[config.mk]
export PLATFORM = sky130hd
export DESIGN_NAME = bpu_index_hash
export DESIGN_NICKNAME = d
export VERILOG_FILES = /design/src/bpu_pkg.sv /design/src/bpu_index_hash.sv
export SDC_FILE = /design/constraint.sdc
export NUM_CORES = 1
export LEC_CHECK = 0
export BUFFER_PORTS_ARGS = -buffer_cell sky130_fd_sc_hd__clkbuf_2
export CORE_AREA = 2 2 109 111
export DETAILED_ROUTE_END_ITERATION = 8
export DIE_AREA = 0 0 111 113
export SKIP_LAST_GASP = 1
export SYNTH_ARGS = -nofsm -noshare
export SYNTH_HDL_FRONTEND = slang
export SYNTH_SLANG_ARGS = --single-unit
[constraint.sdc]
create_clock -name clk -period 2.1 [get_ports clk]
set_input_delay 0.105 -clock clk [delete_from_list [all_inputs] [get_ports clk]]
set_output_delay 0.105 -clock clk [all_outputs]
set_load 0.005 [all_outputs]
[src/bpu_pkg.sv]
`default_nettype none

package bpu_pkg;

    localparam int XLEN     = 32;
    localparam int HIST_W   = 16;
    localparam int N_TAGGED = 2;   // table 1 sees the longer history
    localparam int TT_IDX_W = 8;
    localparam int TT_TAG_W = 10;
    localparam int BM_IDX_W = 9;   // pc[9:1]

    typedef logic [1:0] ctr_t;

    localparam ctr_t CTR_STRONG_NT = 2'b00;
    localparam ctr_t CTR_WEAK_NT   = 2'b01;
    localparam ctr_t CTR_WEAK_T    = 2'b10;
    localparam ctr_t CTR_STRONG_T  = 2'b11;

    typedef enum logic [1:0] {
        PROV_BIMODAL = 2'd0,
        PROV_T0      = 2'd1,
        PROV_T1      = 2'd2
    } provider_e;

    typedef enum logic [1:0] {
        CLS_OTHER,
        CLS_BRANCH,
        CLS_JAL,
        CLS_JALR
    } inst_class_e;

    typedef enum logic [1:0] {
        TT_NONE,
        TT_TRAIN,  // step toward outcome
        TT_RESET,  // strong toward outcome
        TT_ALLOC   // new tag, weak toward outcome
    } tt_cmd_e;

    typedef struct packed {
        logic [TT_IDX_W-1:0] pred_idx;
        logic [TT_TAG_W-1:0] pred_tag;
        logic [TT_IDX_W-1:0] upd_idx;
        logic [TT_TAG_W-1:0] upd_tag;
    } tt_req_t;

    typedef struct packed {
        logic pred_hit;  // partial tag match
        ctr_t ctr;
        logic upd_hit;   // full tag match at update index
    } tt_resp_t;

    typedef struct packed {
        logic              valid;
        logic              taken;
        logic              correct;
        logic [XLEN-1:0]   pc;
        logic [HIST_W-1:0] history;  // history seen at prediction
        logic [XLEN-1:0]   target;
        provider_e         provider;
    } ex_fb_t;

    // one saturating step toward the outcome
    function automatic ctr_t ctr_step(input ctr_t c, input logic taken);
        if (taken) begin
            return (c == CTR_STRONG_T) ? c : c + 2'd1;
        end
        return (c == CTR_STRONG_NT) ? c : c - 2'd1;
    endfunction

endpackage

`default_nettype wire

[src/bpu_index_hash.sv]
`timescale 1ns/1ps
`default_nettype none

module bpu_index_hash #(
    parameter int BTB_IDX_W = 8
) (
    input  wire                                          clk,
    input  wire                                          rst,
    input  wire  [bpu_pkg::XLEN-1:0]                     if_pc_i,
    input  bpu_pkg::ex_fb_t                              ex_fb_i,
    output bpu_pkg::tt_req_t [bpu_pkg::N_TAGGED-1:0]     tt_req_o,
    output logic [bpu_pkg::BM_IDX_W-1:0]                 bm_pred_idx_o,
    output logic [bpu_pkg::BM_IDX_W-1:0]                 bm_upd_idx_o,
    output logic [BTB_IDX_W-1:0]                         btb_pred_idx_o,
    output logic [bpu_pkg::XLEN-BTB_IDX_W-3:0]           btb_pred_tag_o,
    output logic [BTB_IDX_W-1:0]                         btb_upd_idx_o,
    output logic [bpu_pkg::XLEN-BTB_IDX_W-3:0]           btb_upd_tag_o,
    output logic [bpu_pkg::HIST_W-1:0]                   history_o
);
    import bpu_pkg::*;

    logic [HIST_W-1:0] ghist;

    function automatic logic [TT_IDX_W-1:0] tt_idx(input logic [XLEN-1:0] pc,
                                                   input logic [HIST_W-1:0] h, input int tbl);
        return pc[7:0] ^ ((tbl == 0) ? h[7:0] : h[15:8]);
    endfunction

    function automatic logic [TT_TAG_W-1:0] tt_tag(input logic [XLEN-1:0] pc,
                                                   input logic [HIST_W-1:0] h, input int tbl);
        return pc[17:8] ^ ((tbl == 0) ? h[15:6] : TT_TAG_W'(h[7:0]));
    endfunction

    always_ff @(posedge clk or posedge rst) begin
        if (rst) begin
            ghist <= '0;
        end else if (ex_fb_i.valid) begin
            ghist <= {ghist[HIST_W-2:0], ex_fb_i.taken};  // resolved outcome in at lsb
        end
    end

    always_comb begin
        for (int t = 0; t < N_TAGGED; t++) begin
            tt_req_o[t].pred_idx = tt_idx(if_pc_i, ghist, t);
            tt_req_o[t].pred_tag = tt_tag(if_pc_i, ghist, t);
            tt_req_o[t].upd_idx  = tt_idx(ex_fb_i.pc, ex_fb_i.history, t);
            tt_req_o[t].upd_tag  = tt_tag(ex_fb_i.pc, ex_fb_i.history, t);
        end
    end

    assign bm_pred_idx_o  = if_pc_i[BM_IDX_W:1];
    assign bm_upd_idx_o   = ex_fb_i.pc[BM_IDX_W:1];
    assign btb_pred_idx_o = if_pc_i[BTB_IDX_W+1:2];
    assign btb_pred_tag_o = if_pc_i[XLEN-1:BTB_IDX_W+2];
    assign btb_upd_idx_o  = ex_fb_i.pc[BTB_IDX_W+1:2];
    assign btb_upd_tag_o  = ex_fb_i.pc[XLEN-1:BTB_IDX_W+2];
    assign history_o      = ghist;

endmodule

`default_nettype wire

==> impl_metrics.env <==
export IMPL_setup_worst_path_end_class="output port"
export IMPL_grt_max_degree=17
export IMPL_post_route_cells_drive_above_1_share_pct=71.2
export IMPL_crit_share_post_route_pct=57.8
export IMPL_remaining_drc_errors=0
export IMPL_place_detailed_hpwl_um=4820
export IMPL_max_slew_worst_pin_slew_ns=0.589
export IMPL_power_share_sequential_pct=30.7
export IMPL_n_antenna_cell=0
export IMPL_number_of_standard_cell_rows_in_the_floorplan=39
export IMPL_cts_repair_resize_count=0
export IMPL_crit_fanout=6
export IMPL_coreArea_um2=11300
export IMPL_critPathMaxStageDelay_ns=0.54
export IMPL_die_area_um2=12500
export IMPL_dpl_instance_area_um2=2360
export IMPL_slew_violations=0
export IMPL_critical_path_buffer_and_inverter_count=1
export IMPL_critPathLaunchType="flip-flop"
export IMPL_instances_no_fill=442
export IMPL_layout_commonest_cell="clkbuf_2"
export IMPL_cp_data_required_time_ns=2.00
export IMPL_netlist_instances=185
export IMPL_net_count_after_synthesis=304
export IMPL_most_used_cells_in_the_layout_excluding_fill_and_tap_cells="193 x clkbuf_2, 68 x xor2_1, 16 x dfrtp_1"
export IMPL_insertion_delay_ns=0.24
export IMPL_pwr_density_cell_nw_per_um2=878
export IMPL_power_switching_fraction_pct=38.1
export IMPL_final_seq_area_um2=400
export IMPL_min_path_type="input pin to flip-flop"
export IMPL_cts_root_buf="clkbuf_16"
export IMPL_worst_hold_slack_ns=0.100
export IMPL_finalClockSkew_ns=0.00157
export IMPL_period_needed_ns=1.21
export IMPL_cts_tree="done"
export IMPL_vias=1650
export IMPL_timing_setup_tns_ns=0
export IMPL_filler_cell_count=1228
export IMPL_crit_arrival_ns=1.11
export IMPL_timing_final_hold_violations=0
export IMPL_first_global_vias=1622
export IMPL_ys_warnings_count=0
export IMPL_rsz_0062_raised_after_global_routing="false"
export IMPL_critical_path_slowest_cell="dfrtp_1"
export IMPL_fmax_mhz=823
export IMPL_initial_antenna_violation_count=0
export IMPL_first_pass_iters=2
export IMPL_run_status="complete, no violations"
export IMPL_clk_pin_slew_worst_setup_hold_paths_ns=0.05
export IMPL_die_height_um=113
export IMPL_count_of_antenna_violating_nets_left_after_detailed_routing=0
export IMPL_numPlacedInstances=437
export IMPL_multiInputGateArea_um2=813
export IMPL_numCtsBuffers=3
export IMPL_p_switching_w=0.000823
export IMPL_ys_types=8
export IMPL_first_iter_violations=11
export IMPL_ys_seq_elements=16
export IMPL_finalInstanceArea_um2=2460
export IMPL_gpl_final_weighted_congestion=0.881
export IMPL_total_leakage_power_nw=1.45
export IMPL_post_cts_hold_buffer_count=1
export IMPL_syn_area_um2=1860
export IMPL_clockBufferDepth=2
export IMPL_grt_pass1_wl_um=8070
export IMPL_critical_path_top_delay_family="flip-flops"
export IMPL_globalRouteTotalUtil_pct=7.78
export IMPL_worstSetupPathType="flip-flop to output port"
export IMPL_final_net_count=419
export IMPL_cts_htree_levels=1
export IMPL_worst_ir_drop_vdd_v=0.000542
export IMPL_timing_slew_headroom_pct=60.7
export IMPL_io_buffer_count=193
export IMPL_floorplan_die_width_um=111
export IMPL_globalRoute_totalOverflow=0
export IMPL_synth_area_per_cell_um2=10.1
export IMPL_route_detailed_wl_per_inst_um=12.5
export IMPL_internal_power_w=0.00134
export IMPL_detail_route_vias_per_cell=3.73
export IMPL_drt_total_wl_um=5530
export IMPL_initial_utilization_pct=16.5
export IMPL_number_of_flip_flops_under_the_largest_register_name=16
export IMPL_pin_count=285
export IMPL_area_growth_synth_to_final_pct=32.0
export IMPL_synth_seq_area_share_pct=21.5
export IMPL_postCtsSetupRepairBufs=0
export IMPL_power_combinational_fraction_pct=50.5
export IMPL_path_cells="xor2_1 > clkbuf_2"
export IMPL_power_share_clock_pct=18.9
export IMPL_tritoncts_num_sinks=16
export IMPL_maxCapViolCount=0
export IMPL_setup_viol=0
==> power groups by stage <==
stage / combinational, W / clock (W) / sequential, W
after floorplan: 0.000563 / 0 / 0.000605
after global placement: 0.00110 / 0 / 0.000665
after detailed placement: 0.00111 / 0 / 0.000670
after CTS: 0.00112 / 0.000413 / 0.000669
after global routing: 0.00119 / 0.000426 / 0.000686
final: 0.00109 / 0.000407 / 0.000663
==> cell type report <==
class / count / share of cell area (%)
Inverter: 1 / 0.153
Tap cell: 143 / 7.27
Clock buffer: 4 / 3.61
Timing Repair Buffer: 194 / 39.7
Multi-Input combinational cell: 84 / 33.0
Sequential cell: 16 / 16.3
==> routing by layer <==
| layer | global-route usage [%] | wire length, µm | up-vias |
|---|---|---|---|
| li1 | - | - | 726 |
| met1 | 7.96 | 1810 | 748 |
| met2 | 15.5 | 2940 | 162 |
| met3 | 1.34 | 622 | 14 |
| met4 | 3.33 | 153 | 0 |
| met5 | 0 | 0 | - |
==> synthesized netlist by cell type (all sizes together) <==
cell type	number	area share (%)
dfrtp	16	21
xor2	68	32
mux2	16	12
inv	1	0.20
buf	84	35
==> metrics by stage <==
step	worst slack (ns)	total power, W	utilization, %
after floorplan	1.27	0.00117	-
after global placement	1.08	0.00177	21.0
after detailed placement	1.06	0.00178	21.0
after CTS	0.858	0.00220	21.8
after global routing	0.821	0.00230	21.8
final	0.886	0.00216	21.8
==> cell families after synthesis <==
group | synth area share, %
flip-flops | 21.5
multiplexers | 11.7
XOR/XNOR | 31.9
buffers and inverters | 34.9
==> worst paths after layout <==
| check | start | to | slack [ns] | cells past startpoint |
|---|---|---|---|---|
| setup / recovery | history_o[6]$_DFFE_PP0P_ | tt_req_o[18] | 0.89 | 2 |
| hold / removal | ex_fb_i[83] | history_o[0]$_DFFE_PP0P_ | 0.1 | 2 |
| setup reg to reg | history_o[6]$_DFFE_PP0P_ | history_o[6]$_DFFE_PP0P_ | 1.17 | 1 |
| hold reg to reg | history_o[9]$_DFFE_PP0P_ | history_o[9]$_DFFE_PP0P_ | 0.64 | 1 |
| max in group asynchronous | rst | history_o[5]$_DFFE_PP0P_ | 1.24 | 3 |
| min in group asynchronous | rst | history_o[7]$_DFFE_PP0P_ | 0.47 | 3 |
(Power assumes the default switching activity.)
