**src/bpu_pkg.sv**
```systemverilog
`default_nettype none

package bpu_pkg;

    localparam int XLEN     = 32;
    localparam int HIST_W   = 16;
    localparam int N_TAGGED = 2;   // table 1 sees the longer history
    localparam int TT_IDX_W = 8;
    localparam int TT_TAG_W = 10;
    localparam int BM_IDX_W = 9;   // pc[9:1]

    typedef logic [1:0] ctr_t;

    localparam ctr_t CTR_STRONG_NT = 2'b00;
    localparam ctr_t CTR_WEAK_NT   = 2'b01;
    localparam ctr_t CTR_WEAK_T    = 2'b10;
    localparam ctr_t CTR_STRONG_T  = 2'b11;

    typedef enum logic [1:0] {
        PROV_BIMODAL = 2'd0,
        PROV_T0      = 2'd1,
        PROV_T1      = 2'd2
    } provider_e;

    typedef enum logic [1:0] {
        CLS_OTHER,
        CLS_BRANCH,
        CLS_JAL,
        CLS_JALR
    } inst_class_e;

    typedef enum logic [1:0] {
        TT_NONE,
        TT_TRAIN,  // step toward outcome
        TT_RESET,  // strong toward outcome
        TT_ALLOC   // new tag, weak toward outcome
    } tt_cmd_e;

    typedef struct packed {
        logic [TT_IDX_W-1:0] pred_idx;
        logic [TT_TAG_W-1:0] pred_tag;
        logic [TT_IDX_W-1:0] upd_idx;
        logic [TT_TAG_W-1:0] upd_tag;
    } tt_req_t;

    typedef struct packed {
        logic pred_hit;  // partial tag match
        ctr_t ctr;
        logic upd_hit;   // full tag match at update index
    } tt_resp_t;

    typedef struct packed {
        logic              valid;
        logic              taken;
        logic              correct;
        logic [XLEN-1:0]   pc;
        logic [HIST_W-1:0] history;  // history seen at prediction
        logic [XLEN-1:0]   target;
        provider_e         provider;
    } ex_fb_t;

    // one saturating step toward the outcome
    function automatic ctr_t ctr_step(input ctr_t c, input logic taken);
        if (taken) begin
            return (c == CTR_STRONG_T) ? c : c + 2'd1;
        end
        return (c == CTR_STRONG_NT) ? c : c - 2'd1;
    endfunction

endpackage

`default_nettype wire

```
**src/bpu_tage_arbiter.sv**
```systemverilog
`timescale 1ns/1ps
`default_nettype none

module bpu_tage_arbiter (
    input  bpu_pkg::tt_resp_t [bpu_pkg::N_TAGGED-1:0] tt_resp_i,
    input  wire                                       bm_taken_i,
    input  bpu_pkg::ex_fb_t                           ex_fb_i,
    output logic                                      tage_taken_o,
    output bpu_pkg::provider_e                        provider_o,
    output bpu_pkg::tt_cmd_e  [bpu_pkg::N_TAGGED-1:0] tt_cmd_o
);
    import bpu_pkg::*;

    // longest history hit provides with bimodal as fallback
    always_comb begin
        tage_taken_o = bm_taken_i;
        provider_o   = PROV_BIMODAL;
        for (int t = 0; t < N_TAGGED; t++) begin
            if (tt_resp_i[t].pred_hit) begin
                tage_taken_o = tt_resp_i[t].ctr[1];
                provider_o   = provider_e'(t + 1);
            end
        end
    end

    always_comb begin
        logic alloc_done;

        alloc_done = 1'b0;
        for (int t = 0; t < N_TAGGED; t++) begin
            tt_cmd_o[t] = TT_NONE;
        end

        if (ex_fb_i.valid) begin
            if (ex_fb_i.provider != PROV_BIMODAL) begin
                // only the providing table is touched
                for (int t = 0; t < N_TAGGED; t++) begin
                    if (ex_fb_i.provider == provider_e'(t + 1)) begin
                        tt_cmd_o[t] = ex_fb_i.correct ? TT_TRAIN : TT_RESET;
                    end
                end
            end else if (!ex_fb_i.correct) begin
                // bimodal miss claims an entry from the longest history down
                for (int t = N_TAGGED - 1; t >= 0; t--) begin
                    if (!alloc_done && !tt_resp_i[t].upd_hit) begin
                        tt_cmd_o[t] = TT_ALLOC;
                        alloc_done  = 1'b1;
                    end
                end
            end
        end
    end

endmodule

`default_nettype wire

```
**config.mk**
```make
export PLATFORM = sky130hd
export DESIGN_NAME = bpu_tage_arbiter
export DESIGN_NICKNAME = d
export VERILOG_FILES = /design/src/bpu_pkg.sv /design/src/bpu_tage_arbiter.sv
export SDC_FILE = /design/constraint.sdc
export NUM_CORES = 1
export LEC_CHECK = 0
export BUFFER_PORTS_ARGS = -buffer_cell sky130_fd_sc_hd__buf_4
export CAP_MARGIN = 40
export CORE_AREA = 2 2 39 41
export DETAILED_ROUTE_END_ITERATION = 8
export DIE_AREA = 0 0 41 43
export PLACE_DENSITY = 0.85
export SLEW_MARGIN = 5
export SYNTH_ARGS = -nofsm -noshare
export SYNTH_HDL_FRONTEND = slang
export SYNTH_SLANG_ARGS = --single-unit
export TNS_END_PERCENT = 5
```
**constraint.sdc**
```tcl
create_clock -name vclk -period 1.1
set_clock_uncertainty 0.1 [all_clocks]
set_input_delay 0.055 -clock vclk [all_inputs]
set_output_delay 0.055 -clock vclk [all_outputs]
set_load 0.02 [all_outputs]
```
==> results of run 1 <==
-- stage by stage --
stage / power [W] / instances
4_1_cts: 0.000104 / 54
3_5_place_dp: 0.000102 / 54
6_report: 0.000107 / 54
2_1_floorplan: 0.0000379 / 18
3_3_place_gp: 0.0000985 / 54
5_1_grt: 0.000115 / 54
-- layout make-up --
cell class,count,area share [%]
repair buffers,21,55.5
multi-input cells,16,36.6
well taps,16,6.72
inverters,1,1.26
-- power groups by stage --
stage / registers (W) / clock network [W] / logic, W
after floorplan: 0 / 0 / 0.0000379
after global placement: 0 / 0 / 0.0000985
after detailed placement: 0 / 0 / 0.000102
after CTS: 0 / 0 / 0.000104
after global routing: 0 / 0 / 0.000115
final: 0 / 0 / 0.000107
-- logic make-up (layout without fill, tap and decap cells) --
| kind of cell | after synthesis | after routing | share of synthesized area, % |
|---|---|---|---|
| and+or+nand+nor | 11 | 11 | 59.8 |
| muxes | 1 | 1 | 9.20 |
| AOI/OAI and AO/OA | 4 | 4 | 20.7 |
| buffers and inverters | 2 | 22 | 10.3 |
-- repair_timing --
action	CTS	global route
gates resized for setup	2	3
pin swaps	2	1
setup endpoints to repair	1	2
hold endpoints to repair	0	0
hold buffers	0	0
-- Yosys cell counts --
library cell | number | area (um2)
nand2b_1 | 3 | 18.8
or3_2 | 1 | 7.51
nand2_1 | 3 | 11.3
a211oi_1 | 1 | 7.51
a21oi_1 | 2 | 10.0
inv_1 | 1 | 3.75
nor3_1 | 1 | 5.00
mux2i_1 | 1 | 10.0
nor2b_1 | 2 | 12.5
buf_4 | 1 | 7.51
o21ai_0 | 1 | 5.00
or4b_1 | 1 | 10.0
-- worst min path at each step --
stage | slack [ps] | startpoint | end | depth (start not counted)
floorplan | 90 | tt_resp_i[7] | provider_o[0] | 1
global placement | 230 | tt_resp_i[7] | provider_o[1] | 2
detailed placement | 240 | tt_resp_i[7] | provider_o[1] | 2
CTS | 240 | tt_resp_i[7] | provider_o[1] | 2
global route | 250 | tt_resp_i[7] | provider_o[1] | 2
finish | 240 | tt_resp_i[7] | provider_o[1] | 2
-- routing by layer --
metal / global-route usage, % / up-vias / routed length (um)
met5: 0 / - / 0
met3: 0 / 0 / 34
met4: 0 / 0 / 0
met1: 5.70 / 86 / 133
li1: - / 102 / -
met2: 11.9 / 10 / 279
-- cell usage in the layout (no fill, tap or decap), drive strengths merged --
master,instances
buf,21
nand2,3
nand2b,3
nor2b,2
or3,1
o21ai,1
or4b,1
inv,1
nor3,1
a21oi,2
a211oi,1
mux2i,1
==> impl_metrics.env, run 1 <==
export IMPL_status="complete, but fails checks"
export IMPL_violations="negative setup slack"
export IMPL_finalSetupTns_ps=-1.29
export IMPL_track_usage_pct=5.59
export IMPL_stdcell_area_um2=298
export IMPL_crit_start="tt_resp_i[0]"
export IMPL_ir_drop_mv=0.0736
export IMPL_crit_slowest_cell="or4b_4"
export IMPL_grt_pass1_wl_um=731
export IMPL_postCtsSetupBuffers=0
export IMPL_syn_area_um2=109
export IMPL_worstSetupPathType="in -> out"
export IMPL_diodes=0
export IMPL_antenna_found_initial=0
export IMPL_p_leak_nw=0.145
export IMPL_drc_errors=0
export IMPL_cp_slowest_stage_delay_ps=520
export IMPL_p_sw_w=0.0000457
export IMPL_nets=134
export IMPL_whs_ps=237
export IMPL_relSlewSlack_pct=86.3
export IMPL_fin_ws_ps=-1.29
export IMPL_layout_drive_gt1_share_pct=65.8
export IMPL_maxCapViolCount=0
export IMPL_hpwl_um=396
export IMPL_seq_cell_count=0
export IMPL_cp_num_buf_inv=2
export IMPL_regArea_um2=0
export IMPL_sequentialPowerShare_pct=0
export IMPL_multi_input_area_um2=109
export IMPL_finish_utilization_pct=21.5
export IMPL_tightest_slew_ps=204
export IMPL_final_antenna_net_count=0
export IMPL_viasPerCell=3.67
export IMPL_wl_um=447
export IMPL_slew_violations=0
export IMPL_num_vias=198
export IMPL_die_width_um=41
export IMPL_synth_warnings=0
export IMPL_drt_iter0_markers=0
export IMPL_setup_viol=1
export IMPL_powerDensity_nw_per_um2=361
export IMPL_core_area_um2=1380
export IMPL_sw_frac_of_total_pct=42.6
export IMPL_p_comb_share_pct=100.0
export IMPL_ios=101
export IMPL_wire_per_inst_um=8.28
export IMPL_die_y_um=43
export IMPL_finalCritPeriodShare_pct=100
export IMPL_crit_chain="buf_6, or4b_4, a21oi_2, buf_4"
export IMPL_yosysUniqueCellTypes=12
export IMPL_area_growth_pct=174
export IMPL_start_util_pct=7.87
export IMPL_clkbuf_count=0
export IMPL_cp_num_cells=4
export IMPL_grt_start_max_net_pins=5
export IMPL_start_kind="primary input"
export IMPL_required_ps=940
export IMPL_rows=14
export IMPL_synth_avg_cell_area_um2=6.05
export IMPL_die_area_um2=1760
export IMPL_ys_seq_area_share_pct=0
export IMPL_place_ws_ps=-48.2
export IMPL_endpoint="tt_cmd_o[0]"
export IMPL_synth_nets=112
export IMPL_endpoint_kind="output port"
export IMPL_syn_inst=18
export IMPL_io_buffers=18
export IMPL_p_int_w=0.0000617
export IMPL_first_pass_iters=1
export IMPL_crit_fanout=2
export IMPL_pwr_share_clk_pct=0
export IMPL_hold_viol=0
export IMPL_fillCellCount=165
export IMPL_arrival_ps=950
export IMPL_grt_pass1_vias=203
export IMPL_overflow=0
export IMPL_gp_congestion=0.647
export IMPL_place_area_um2=279
export IMPL_timing_final_crit_period_ps=1100
export IMPL_min_path_type="in -> out"
export IMPL_cp_top_family="simple AND/OR/NAND/NOR gates"
export IMPL_fmax_mhz=908
export IMPL_grt_setup_unrepaired="yes"
No activity file was read; power rests on OpenSTA's default activity.
==> run 2, diff against run 1 <==
- GPL_TIMING_DRIVEN: unset -> 0
==> run 2 against run 1 <==
Final area is 2.5% lower. Critical path depth stayed put. Maximum frequency is 0.36% lower. Worst hold slack better by 53 ps. Count of clock-buffer cells in the layout stayed put. First-iteration DRC count is 1 higher. Core utilization is 0.54 points lower. Sequential share of layout area stayed put. Worst setup slack worse by 4.0 ps. The run still ends with negative setup slack left.
==> impl_metrics.env, run 2 (synthesis results as in run 1) <==
export IMPL_p_sw_w=0.0000449
export IMPL_finalCritPeriodShare_pct=100
export IMPL_grt_start_max_net_pins=7
export IMPL_drc_errors=0
export IMPL_cp_slowest_stage_delay_ps=520
export IMPL_start_util_pct=7.87
export IMPL_crit_chain="buf_6, or4b_4, a21oi_2, buf_4"
export IMPL_p_leak_nw=0.138
export IMPL_grt_pass1_vias=190
export IMPL_sw_frac_of_total_pct=43.2
export IMPL_die_y_um=43
export IMPL_whs_ps=290
export IMPL_layout_drive_gt1_share_pct=63.9
export IMPL_fillCellCount=153
export IMPL_use_met2_pct=11.6
export IMPL_pwr_share_clk_pct=0
export IMPL_grt_pass1_wl_um=696
export IMPL_first_pass_iters=2
export IMPL_diodes=0
export IMPL_endpoint_kind="output port"
export IMPL_required_ps=940
export IMPL_p_comb_share_pct=100.0
export IMPL_fin_ws_ps=-5.25
export IMPL_postCtsHoldBufs=0
export IMPL_drt_iter0_markers=1
export IMPL_maxCapViolCount=0
export IMPL_crit_slowest_cell="or4b_4"
export IMPL_worstSetupPathType="in -> out"
export IMPL_violations="negative setup slack"
export IMPL_track_usage_pct=5.19
export IMPL_final_antenna_net_count=0
export IMPL_regArea_um2=0
export IMPL_wire_per_inst_um=8.19
export IMPL_sequentialPowerShare_pct=0
export IMPL_crit_fanout=2
export IMPL_gp_congestion=0.624
export IMPL_top_usage_layer="met2"
export IMPL_rows=14
export IMPL_layout_common_cells="buf_4, nand2_1, nand2b_1, buf_6"
export IMPL_clkbuf_count=0
export IMPL_tightest_slew_ps=200
export IMPL_arrival_ps=950
export IMPL_ios=101
export IMPL_setup_viol=1
export IMPL_final_cells=52
export IMPL_seq_cell_count=0
export IMPL_relSlewSlack_pct=86.6
export IMPL_powerDensity_nw_per_um2=358
export IMPL_grt_setup_unrepaired="yes"
export IMPL_place_ws_ps=-49.8
export IMPL_nets=132
export IMPL_ir_drop_mv=0.0934
export IMPL_area_growth_pct=167
export IMPL_fmax_mhz=905
export IMPL_hold_viol=0
export IMPL_die_area_um2=1760
export IMPL_viasPerCell=3.65
export IMPL_met3_usage_pct=0
export IMPL_final_common_cell="buf_4"
export IMPL_num_vias=190
export IMPL_postCtsSetupBuffers=0
export IMPL_placedCellCount=52
export IMPL_wl_um=426
export IMPL_status="complete, but fails checks"
export IMPL_slew_violations=0
export IMPL_antenna_found_initial=0
export IMPL_p_int_w=0.0000591
export IMPL_core_area_um2=1380
export IMPL_start_kind="primary input"
export IMPL_min_path_type="in -> out"
export IMPL_grt_use_met1_pct=4.75
export IMPL_timing_final_crit_period_ps=1110
export IMPL_io_buffers=18
export IMPL_overflow=0
export IMPL_die_width_um=41
run 2: cell count changes in the layout (fill, tap and decap cells not counted):
cell / delta
or3_2: -1
or3_4: +1
buf_6: +1
buf_4: -3
run 2: stage by stage:
stage	setup TNS [ps]	area [um2]	power, W	util (%)
after global placement	-40.7	264	0.0000930	19.1
after global routing	-16.2	290	0.000112	21.0
after CTS	-22.4	279	0.000101	20.2
after detailed placement	-49.8	264	0.0000958	19.1
final	-5.25	290	0.000104	21.0
after floorplan	0	109	0.0000379	-
run 2: final cells by class:
class                           count  area, um2  share of cell area, %
Timing Repair Buffer               18        146                   50.4
Inverter                            1       3.75                   1.29
Buffer                              1       7.51                   2.59
Tap cell                           16       20.0                   6.90
Multi-Input combinational cell     16        113                   38.8
run 2: per-layer routing:
| layer | routed length [um] | up-vias |
|---|---|---|
| met5 | 0 | - |
| met4 | 0 | 0 |
| met3 | 34 | 0 |
| met2 | 272 | 10 |
| met1 | 118 | 82 |
| li1 | - | 98 |
run 2: power groups by stage:
stage,clock network (W),logic [W],registers (W)
3_5_place_dp,0,0.0000958,0
6_report,0,0.000104,0
4_1_cts,0,0.000101,0
3_3_place_gp,0,0.0000930,0
5_1_grt,0,0.000112,0
2_1_floorplan,0,0.0000379,0
run 2: timing repair:
action,4_1_cts,5_1_grt
resized for setup,4,3
pin swaps,2,2
setup endpoints to repair,1,2
hold endpoints to repair,0,0
run 2: worst max-delay path: cells and delay by family:
kind | cells | cell delay, ps
buf+inv | 2 | 240
compound gates | 1 | 140
simple gates | 1 | 520
run 2: path summary, 6_finish.rpt:
kind / from / end / slack [ps] / cells past startpoint
max: tt_resp_i[0] / tt_cmd_o[0] / -5 / 4
min: tt_resp_i[7] / provider_o[0] / 290 / 3
