==> src/bpu_pkg.sv <==
`default_nettype none

package bpu_pkg;

    localparam int XLEN     = 32;
    localparam int HIST_W   = 16;
    localparam int N_TAGGED = 2;   // table 1 sees the longer history
    localparam int TT_IDX_W = 8;
    localparam int TT_TAG_W = 10;
    localparam int BM_IDX_W = 9;   // pc[9:1]

    typedef logic [1:0] ctr_t;

    localparam ctr_t CTR_STRONG_NT = 2'b00;
    localparam ctr_t CTR_WEAK_NT   = 2'b01;
    localparam ctr_t CTR_WEAK_T    = 2'b10;
    localparam ctr_t CTR_STRONG_T  = 2'b11;

    typedef enum logic [1:0] {
        PROV_BIMODAL = 2'd0,
        PROV_T0      = 2'd1,
        PROV_T1      = 2'd2
    } provider_e;

    typedef enum logic [1:0] {
        CLS_OTHER,
        CLS_BRANCH,
        CLS_JAL,
        CLS_JALR
    } inst_class_e;

    typedef enum logic [1:0] {
        TT_NONE,
        TT_TRAIN,  // step toward outcome
        TT_RESET,  // strong toward outcome
        TT_ALLOC   // new tag, weak toward outcome
    } tt_cmd_e;

    typedef struct packed {
        logic [TT_IDX_W-1:0] pred_idx;
        logic [TT_TAG_W-1:0] pred_tag;
        logic [TT_IDX_W-1:0] upd_idx;
        logic [TT_TAG_W-1:0] upd_tag;
    } tt_req_t;

    typedef struct packed {
        logic pred_hit;  // partial tag match
        ctr_t ctr;
        logic upd_hit;   // full tag match at update index
    } tt_resp_t;

    typedef struct packed {
        logic              valid;
        logic              taken;
        logic              correct;
        logic [XLEN-1:0]   pc;
        logic [HIST_W-1:0] history;  // history seen at prediction
        logic [XLEN-1:0]   target;
        provider_e         provider;
    } ex_fb_t;

    // one saturating step toward the outcome
    function automatic ctr_t ctr_step(input ctr_t c, input logic taken);
        if (taken) begin
            return (c == CTR_STRONG_T) ? c : c + 2'd1;
        end
        return (c == CTR_STRONG_NT) ? c : c - 2'd1;
    endfunction

endpackage

`default_nettype wire

==> src/bpu_next_pc.sv <==
`timescale 1ns/1ps
`default_nettype none

module bpu_next_pc (
    input  wire  [bpu_pkg::XLEN-1:0] if_pc_i,
    input  wire  [bpu_pkg::XLEN-1:0] if_inst_i,
    input  wire                      tage_taken_i,
    input  wire                      btb_hit_i,
    input  wire  [bpu_pkg::XLEN-1:0] btb_target_i,
    output logic                     branch_o,
    output logic                     pred_taken_o,
    output logic [bpu_pkg::XLEN-1:0] pred_pc_o
);
    import bpu_pkg::*;

    typedef enum logic [6:0] {
        OPC_BRANCH = 7'b1100011,
        OPC_JAL    = 7'b1101111,
        OPC_JALR   = 7'b1100111
    } opcode_e;

    inst_class_e     cls;
    logic [XLEN-1:0] imm_j;
    logic [XLEN-1:0] imm_b;
    logic [XLEN-1:0] imm_target;

    always_comb begin
        case (if_inst_i[6:0])
            OPC_BRANCH: cls = CLS_BRANCH;
            OPC_JAL:    cls = CLS_JAL;
            OPC_JALR:   cls = CLS_JALR;
            default:    cls = CLS_OTHER;
        endcase
    end

    assign imm_j = {{12{if_inst_i[31]}}, if_inst_i[19:12], if_inst_i[20],
                    if_inst_i[30:21], 1'b0};
    assign imm_b = {{20{if_inst_i[31]}}, if_inst_i[7], if_inst_i[30:25],
                    if_inst_i[11:8], 1'b0};
    assign imm_target = if_pc_i + ((cls == CLS_JAL) ? imm_j : imm_b);

    assign branch_o = (cls != CLS_OTHER);

    always_comb begin
        case (cls)
            CLS_JAL:    pred_taken_o = 1'b1;
            CLS_BRANCH: pred_taken_o = tage_taken_i;
            default:    pred_taken_o = 1'b0;  // jalr target unknown here
        endcase
    end

    always_comb begin
        if (!pred_taken_o) begin
            pred_pc_o = if_pc_i + 32'd4;
        end else if (btb_hit_i) begin
            pred_pc_o = btb_target_i;
        end else begin
            pred_pc_o = imm_target;  // immediate target on a btb miss
        end
    end

endmodule

`default_nettype wire

==> config.mk <==
export PLATFORM = sky130hd
export DESIGN_NAME = bpu_next_pc
export DESIGN_NICKNAME = d
export VERILOG_FILES = /design/src/bpu_pkg.sv /design/src/bpu_next_pc.sv
export SDC_FILE = /design/constraint.sdc
export NUM_CORES = 1
export LEC_CHECK = 0
export ABC_AREA = 0
export BUFFER_PORTS_ARGS = -buffer_cell sky130_fd_sc_hd__buf_4
export CAP_MARGIN = 20
export CORE_MARGIN = 1
export CORE_UTILIZATION = 51
export DETAILED_ROUTE_END_ITERATION = 8
export PLACE_DENSITY = 0.88
export SLEW_MARGIN = 20
export SYNTH_ARGS = -nofsm -noshare
export SYNTH_HDL_FRONTEND = slang
export SYNTH_SLANG_ARGS = --single-unit
export TNS_END_PERCENT = 20
==> constraint.sdc <==
create_clock -name vclk -period 5.1
set_input_delay 0.51 -clock vclk [all_inputs]
set_output_delay 0.51 -clock vclk [all_outputs]
set_load 0.02 [all_outputs]
==> results.json, run 1 <==
{
  "status": "finished clean",
  "critPathSlowestCell": "fa_1",
  "setup-violations-final": 0,
  "grt_pass1_vias": 3525,
  "worstSetupEndpointType": "primary output",
  "ctsHoldBuffers": 0,
  "grt_max_degree": 52,
  "dpl_cell_area_um2": 4016,
  "seq_area_frac_synth_pct": 0,
  "first_pass_iters": 5,
  "maxCapViolCount": 0,
  "overflow": 0,
  "p_int_mw": 0.1826,
  "cp_num_buf_inv": 5,
  "irDropWorstVdd_mv": 0.05112,
  "pwr-share-seq_pct": 0,
  "power_leakage_nw": 1.812,
  "crit_arrival_ns": 4.06,
  "drc": 0,
  "gp_congestion": 0.9325,
  "start_kind": "input pin",
  "period_needed_ns": 4.575,
  "fillers": 492,
  "power_density_nw_per_um2": 99.91,
  "critPathMaxStageDelay_ns": 0.44,
  "tns_ns": 0,
  "rows": 27,
  "io_buffers": 132,
  "n_antenna_cell": 0,
  "sw_frac_of_total_pct": 54.51,
  "yosysMostFrequentCell": "nand2_1",
  "preCtsSetupSlack_ns": 0.5962,
  "cts_setup_buffers": 0,
  "p_clk_share_pct": 0,
  "start_util_pct": 53.80,
  "antenna_found_initial": 0,
  "crit_top_cell": "buf_4",
  "yosys_warnings": 0,
  "fin_area_um2": 4016,
  "power_frac_comb_pct": 100.0,
  "met2_usage_pct": 56.17,
  "synth_nets": 578,
  "regArea_um2": 0,
  "viasPerCell": 6.188,
  "use_met3_pct": 1.279,
  "die_h_um": 78.69,
  "grtUsageMet1_pct": 42.25,
  "die_area_um2": 6191,
  "cp_top_family": "simple AND/OR/NAND/NOR gates",
  "timing.fmax_ghz": 0.2186,
  "tightest_slew_ns": 0.8450,
  "crit_chain": "buf_4 > nor2b_1 > nand4_1 > inv_1 > nand2_1 > inv_1 > ha_1 > buf_4 > mux2_2 > fa_1 > a21oi_2 > nand4b_4 > a21oi_2 > nor2_2 > o21ai_2 > o32ai_2 > nor4b_1 > nor3_1 > buf_4",
  "drt-initial-drc-count": 179,
  "p_sw_mw": 0.2187,
  "critPathMaxFanout": 12,
  "num_vias": 3892,
  "rsz0062_at_grt": "no",
  "chipWidth_um": 78.69,
  "wl_mm": 10.08,
  "fin_crit_sh_pct": 89.70,
  "grt_busiest_layer": "met2",
  "final_nets": 694,
  "post_cts_resize_count": 0,
  "track_usage_pct": 31.25,
  "clkbuf_count": 0,
  "relSlewSlack_pct": 43.46,
  "synth_area_leaders": "ha_1 (15%), a21oi_1 (9.2%), xor2_1 (9.1%)",
  "hold_ws_ns": 1.352,
  "core_um2": 5574,
  "yosys-top-cells-count": "nand2_1 (58), a21oi_1 (55), ha_1 (36), nor2_1 (34), xor2_1 (31)",
  "synth_top_area_share_pct": 15.02,
  "layout_setup_ws_ns": 0.5252,
  "grt_first_pass_wirelength_mm": 16.17,
  "hold_path.class": "input pin to primary output",
  "area_delta_synth_final_pct": 33.92,
  "synth_cell_type_count": 57,
  "hold_violations": 0,
  "nFlopsAndLatches": 0,
  "ant_nets": 0,
  "syn_inst": 443,
  "synthesis.area_um2": 2999,
  "drive_above_1_share_pct": 29.44,
  "io_pins": 132,
  "critical_path_class": "input pin to primary output",
  "synth_area_leader_cell": "ha_1",
  "wire_per_inst_um": 16.02,
  "required_ns": 4.59,
  "syn_area_per_cell_um2": 6.770,
  "slew_viol_final": 0,
  "dp_hpwl_mm": 8.134,
  "power_mw": 0.4013
}
## layer usage
metal / up-vias / share of wire [%]
met1: 1830 / 44
met3: 18 / 7.2
li1: 1875 / -
met4: 0 / 1.2
met5: - / 0
met2: 169 / 48
## path summary, 6_finish.rpt
path | slack, ns | startpoint | to | depth (start not counted)
setup / recovery | 0.53 | if_inst_i[4] | pred_pc_o[23] | 19
hold / removal | 1.35 | btb_target_i[0] | pred_pc_o[0] | 3
## cell usage in the layout, fill, tap and decap left out, types with 9 or more instances in the layout
cell,n
nand3_1,23
and3_1,9
ha_1,36
nor2_1,34
xnor2_1,20
nand2_1,58
xor2_1,31
a21oi_1,55
a211oi_1,14
nand4_1,10
buf_4,134
o21ai_0,22
a21o_1,11
## power by group through the flow
| stage | Clock, mW | Sequential, mW | Combinational [mW] |
|---|---|---|---|
| 3_3_place_gp | 0 | 0 | 0.387 |
| 3_5_place_dp | 0 | 0 | 0.393 |
| 4_1_cts | 0 | 0 | 0.396 |
| 6_report | 0 | 0 | 0.401 |
| 5_1_grt | 0 | 0 | 0.435 |
| 2_1_floorplan | 0 | 0 | 0.251 |
## tightest hold or removal path, cell delays in order
cell,delay [ns]
buf_4,0.07
mux2_2,0.13
buf_4,0.13
## area by class of cell
type	count	area (µm²)	area share (%)
multi-input cells	416	2894	72.06
repair buffers	134	1006	25.05
well taps	72	90.09	2.243
inverters	7	26.28	0.6542
## cell families after synthesis
family	after synthesis	synth area share, %
adder cells (fa/ha/maj)	37	15.69
AND/OR/NAND/NOR	173	29.70
AO/OA/AOI/OAI	147	33.12
buffers and inverters	27	3.504
XOR/XNOR	51	14.89
multiplexers	8	3.087
## metrics by stage
stage | cells | utilization (%)
3_3_place_gp | 629 | 72.05
6_report | 629 | 72.05
2_1_floorplan | 443 | -
4_1_cts | 629 | 72.05
5_1_grt | 629 | 72.05
3_5_place_dp | 629 | 72.05
Note: power is estimated with default switching activity, not from simulation.
==> run 2, diff against run 1 <==
CELL_PAD_IN_SITES_DETAIL_PLACEMENT = 0   (was unset)
CELL_PAD_IN_SITES_GLOBAL_PLACEMENT = 1   (was unset)
CORE_UTILIZATION = 34   (was 51)
GPL_TIMING_DRIVEN = 0   (was unset)
PLACE_DENSITY = 0.87   (was 0.88)
==> results.json, run 2 (synthesized netlist as in run 1, its figures left out) <==
{
  "grt_pass1_vias": 3547,
  "fillers": 872,
  "period_needed_ns": 4.774,
  "rows": 33,
  "wire_per_inst_um": 17.20,
  "critical_path_class": "input pin to primary output",
  "slew_viol_final": 0,
  "wl_met3_um": 816,
  "power_density_nw_per_um2": 98.76,
  "worstSetupEndpointType": "primary output",
  "track_usage_pct": 24.83,
  "regArea_um2": 0,
  "viasPerCell": 5.630,
  "final_nets": 710,
  "wl_met2_mm": 5.604,
  "rsz0062_at_grt": "no",
  "p_sw_mw": 0.2236,
  "drc": 0,
  "critPathSlowestCell": "or4b_1",
  "cp_top_family": "simple AND/OR/NAND/NOR gates",
  "relSlewSlack_pct": 50.05,
  "grt_max_degree": 14,
  "chipWidth_um": 95.92,
  "required_ns": 4.59,
  "wl_mm": 11.66,
  "hold_path_depth": 4,
  "n_antenna_cell": 0,
  "sw_frac_of_total_pct": 54.72,
  "core_um2": 8382,
  "power_leakage_nw": 1.852,
  "crit_arrival_ns": 4.26,
  "status": "finished clean",
  "layout_common_cells": "buf_4 (131), nand2_1 (58), a21oi_1 (55), ha_1 (35), nor2_1 (34)",
  "first_pass_iters": 4,
  "p_int_mw": 0.1850,
  "dp_hpwl_mm": 9.568,
  "critPathMaxStageDelay_ns": 0.55,
  "start_util_pct": 35.78,
  "m1WireLength_mm": 5.225,
  "critPathMaxFanout": 10,
  "die_area_um2": 9201,
  "io_pins": 132,
  "hold_violations": 0,
  "cp_num_buf_inv": 5,
  "antenna_found_initial": 0,
  "area_delta_synth_final_pct": 37.92,
  "layout.cells.most_common": "buf_4",
  "dpl_cell_area_um2": 4114,
  "p_clk_share_pct": 0,
  "cts_setup_buffers": 0,
  "drt-initial-drc-count": 238,
  "startpoint": "if_inst_i[4]",
  "timing.fmax_ghz": 0.2095,
  "clkbuf_count": 0,
  "grt_first_pass_wirelength_mm": 17.90,
  "crit_end": "pred_pc_o[31]",
  "num_vias": 3817,
  "fin_crit_sh_pct": 93.61,
  "maxCapViolCount": 0,
  "start_kind": "input pin",
  "nFlopsAndLatches": 0,
  "fin_area_um2": 4136,
  "overflow": 0,
  "worst-path-stages": 19,
  "ctsHoldBuffers": 0,
  "pwr-share-seq_pct": 0,
  "hold_path.class": "input pin to primary output",
  "setup-violations-final": 0,
  "die_h_um": 95.92,
  "crit_chain": "buf_4 > nor2b_1 > nand4_1 > inv_1 > nand2_1 > inv_1 > ha_2 > clkbuf_2 > mux2_2 > ha_1 > a21oi_2 > nand4b_4 > a21oi_2 > nor2_2 > o21ai_2 > o32ai_4 > or4b_1 > nand4_1 > buf_4",
  "tightest_slew_ns": 0.7465,
  "io_buffers": 131,
  "top_layer_used": "met4",
  "multi_input_area_um2": 2919,
  "irDropWorstVdd_mv": 0.03961,
  "tns_ns": 0,
  "power_frac_comb_pct": 100.0,
  "ant_nets": 0,
  "drive_above_1_share_pct": 28.97,
  "hold_ws_ns": 1.345,
  "gp_congestion": 0.9159
}
==> run 2: stage by stage <==
stage / power (mW) / util [%] / instances / setup slack, ns
5_1_grt: 0.4480 / 49.35 / 678 / 0.05904
3_3_place_gp: 0.3970 / 49.08 / 679 / 0.06273
4_1_cts: 0.4010 / 49.10 / 679 / 0.1710
6_report: 0.4085 / 49.35 / 678 / 0.3257
2_1_floorplan: 0.2510 / - / 443 / 0.7721
3_5_place_dp: 0.3989 / 49.08 / 679 / 0.009235
==> run 2: repair_timing <==
item                                    in CTS  in global routing
pin swaps                                    0                  0
cloned                                       0                  0
endpoints found under the setup margin       1                  4
resized for setup                            1                  3
==> run 2: area by class of cell <==
class | instances | area share (%)
multi-input cells | 416 | 70.57
repair buffers | 131 | 23.77
well taps | 105 | 3.176
plain buffers | 19 | 1.845
inverters | 7 | 0.6352
==> run 2: routing by layer <==
metal / up-vias / GRT usage (%)
met3: 2 / 1.422
met4: 0 / 1.119
met5: - / 0
li1: 1904 / -
met2: 154 / 45.77
met1: 1757 / 33.11
==> run 2: power by group through the flow <==
| stage | sequential, mW | combinational [mW] | clock, mW |
|---|---|---|---|
| CTS | 0 | 0.401 | 0 |
| detailed placement | 0 | 0.399 | 0 |
| finish | 0 | 0.409 | 0 |
| global placement | 0 | 0.397 | 0 |
| floorplan | 0 | 0.251 | 0 |
| global route | 0 | 0.448 | 0 |
==> run 2: worst min-delay path by stage <==
stage,from,end,slack [ns]
global route,if_pc_i[1],pred_pc_o[1],1.36
global placement,if_pc_i[1],pred_pc_o[1],1.34
floorplan,if_pc_i[2],pred_pc_o[2],1.15
finish,if_pc_i[1],pred_pc_o[1],1.35
detailed placement,if_pc_i[1],pred_pc_o[1],1.34
CTS,if_pc_i[1],pred_pc_o[1],1.35
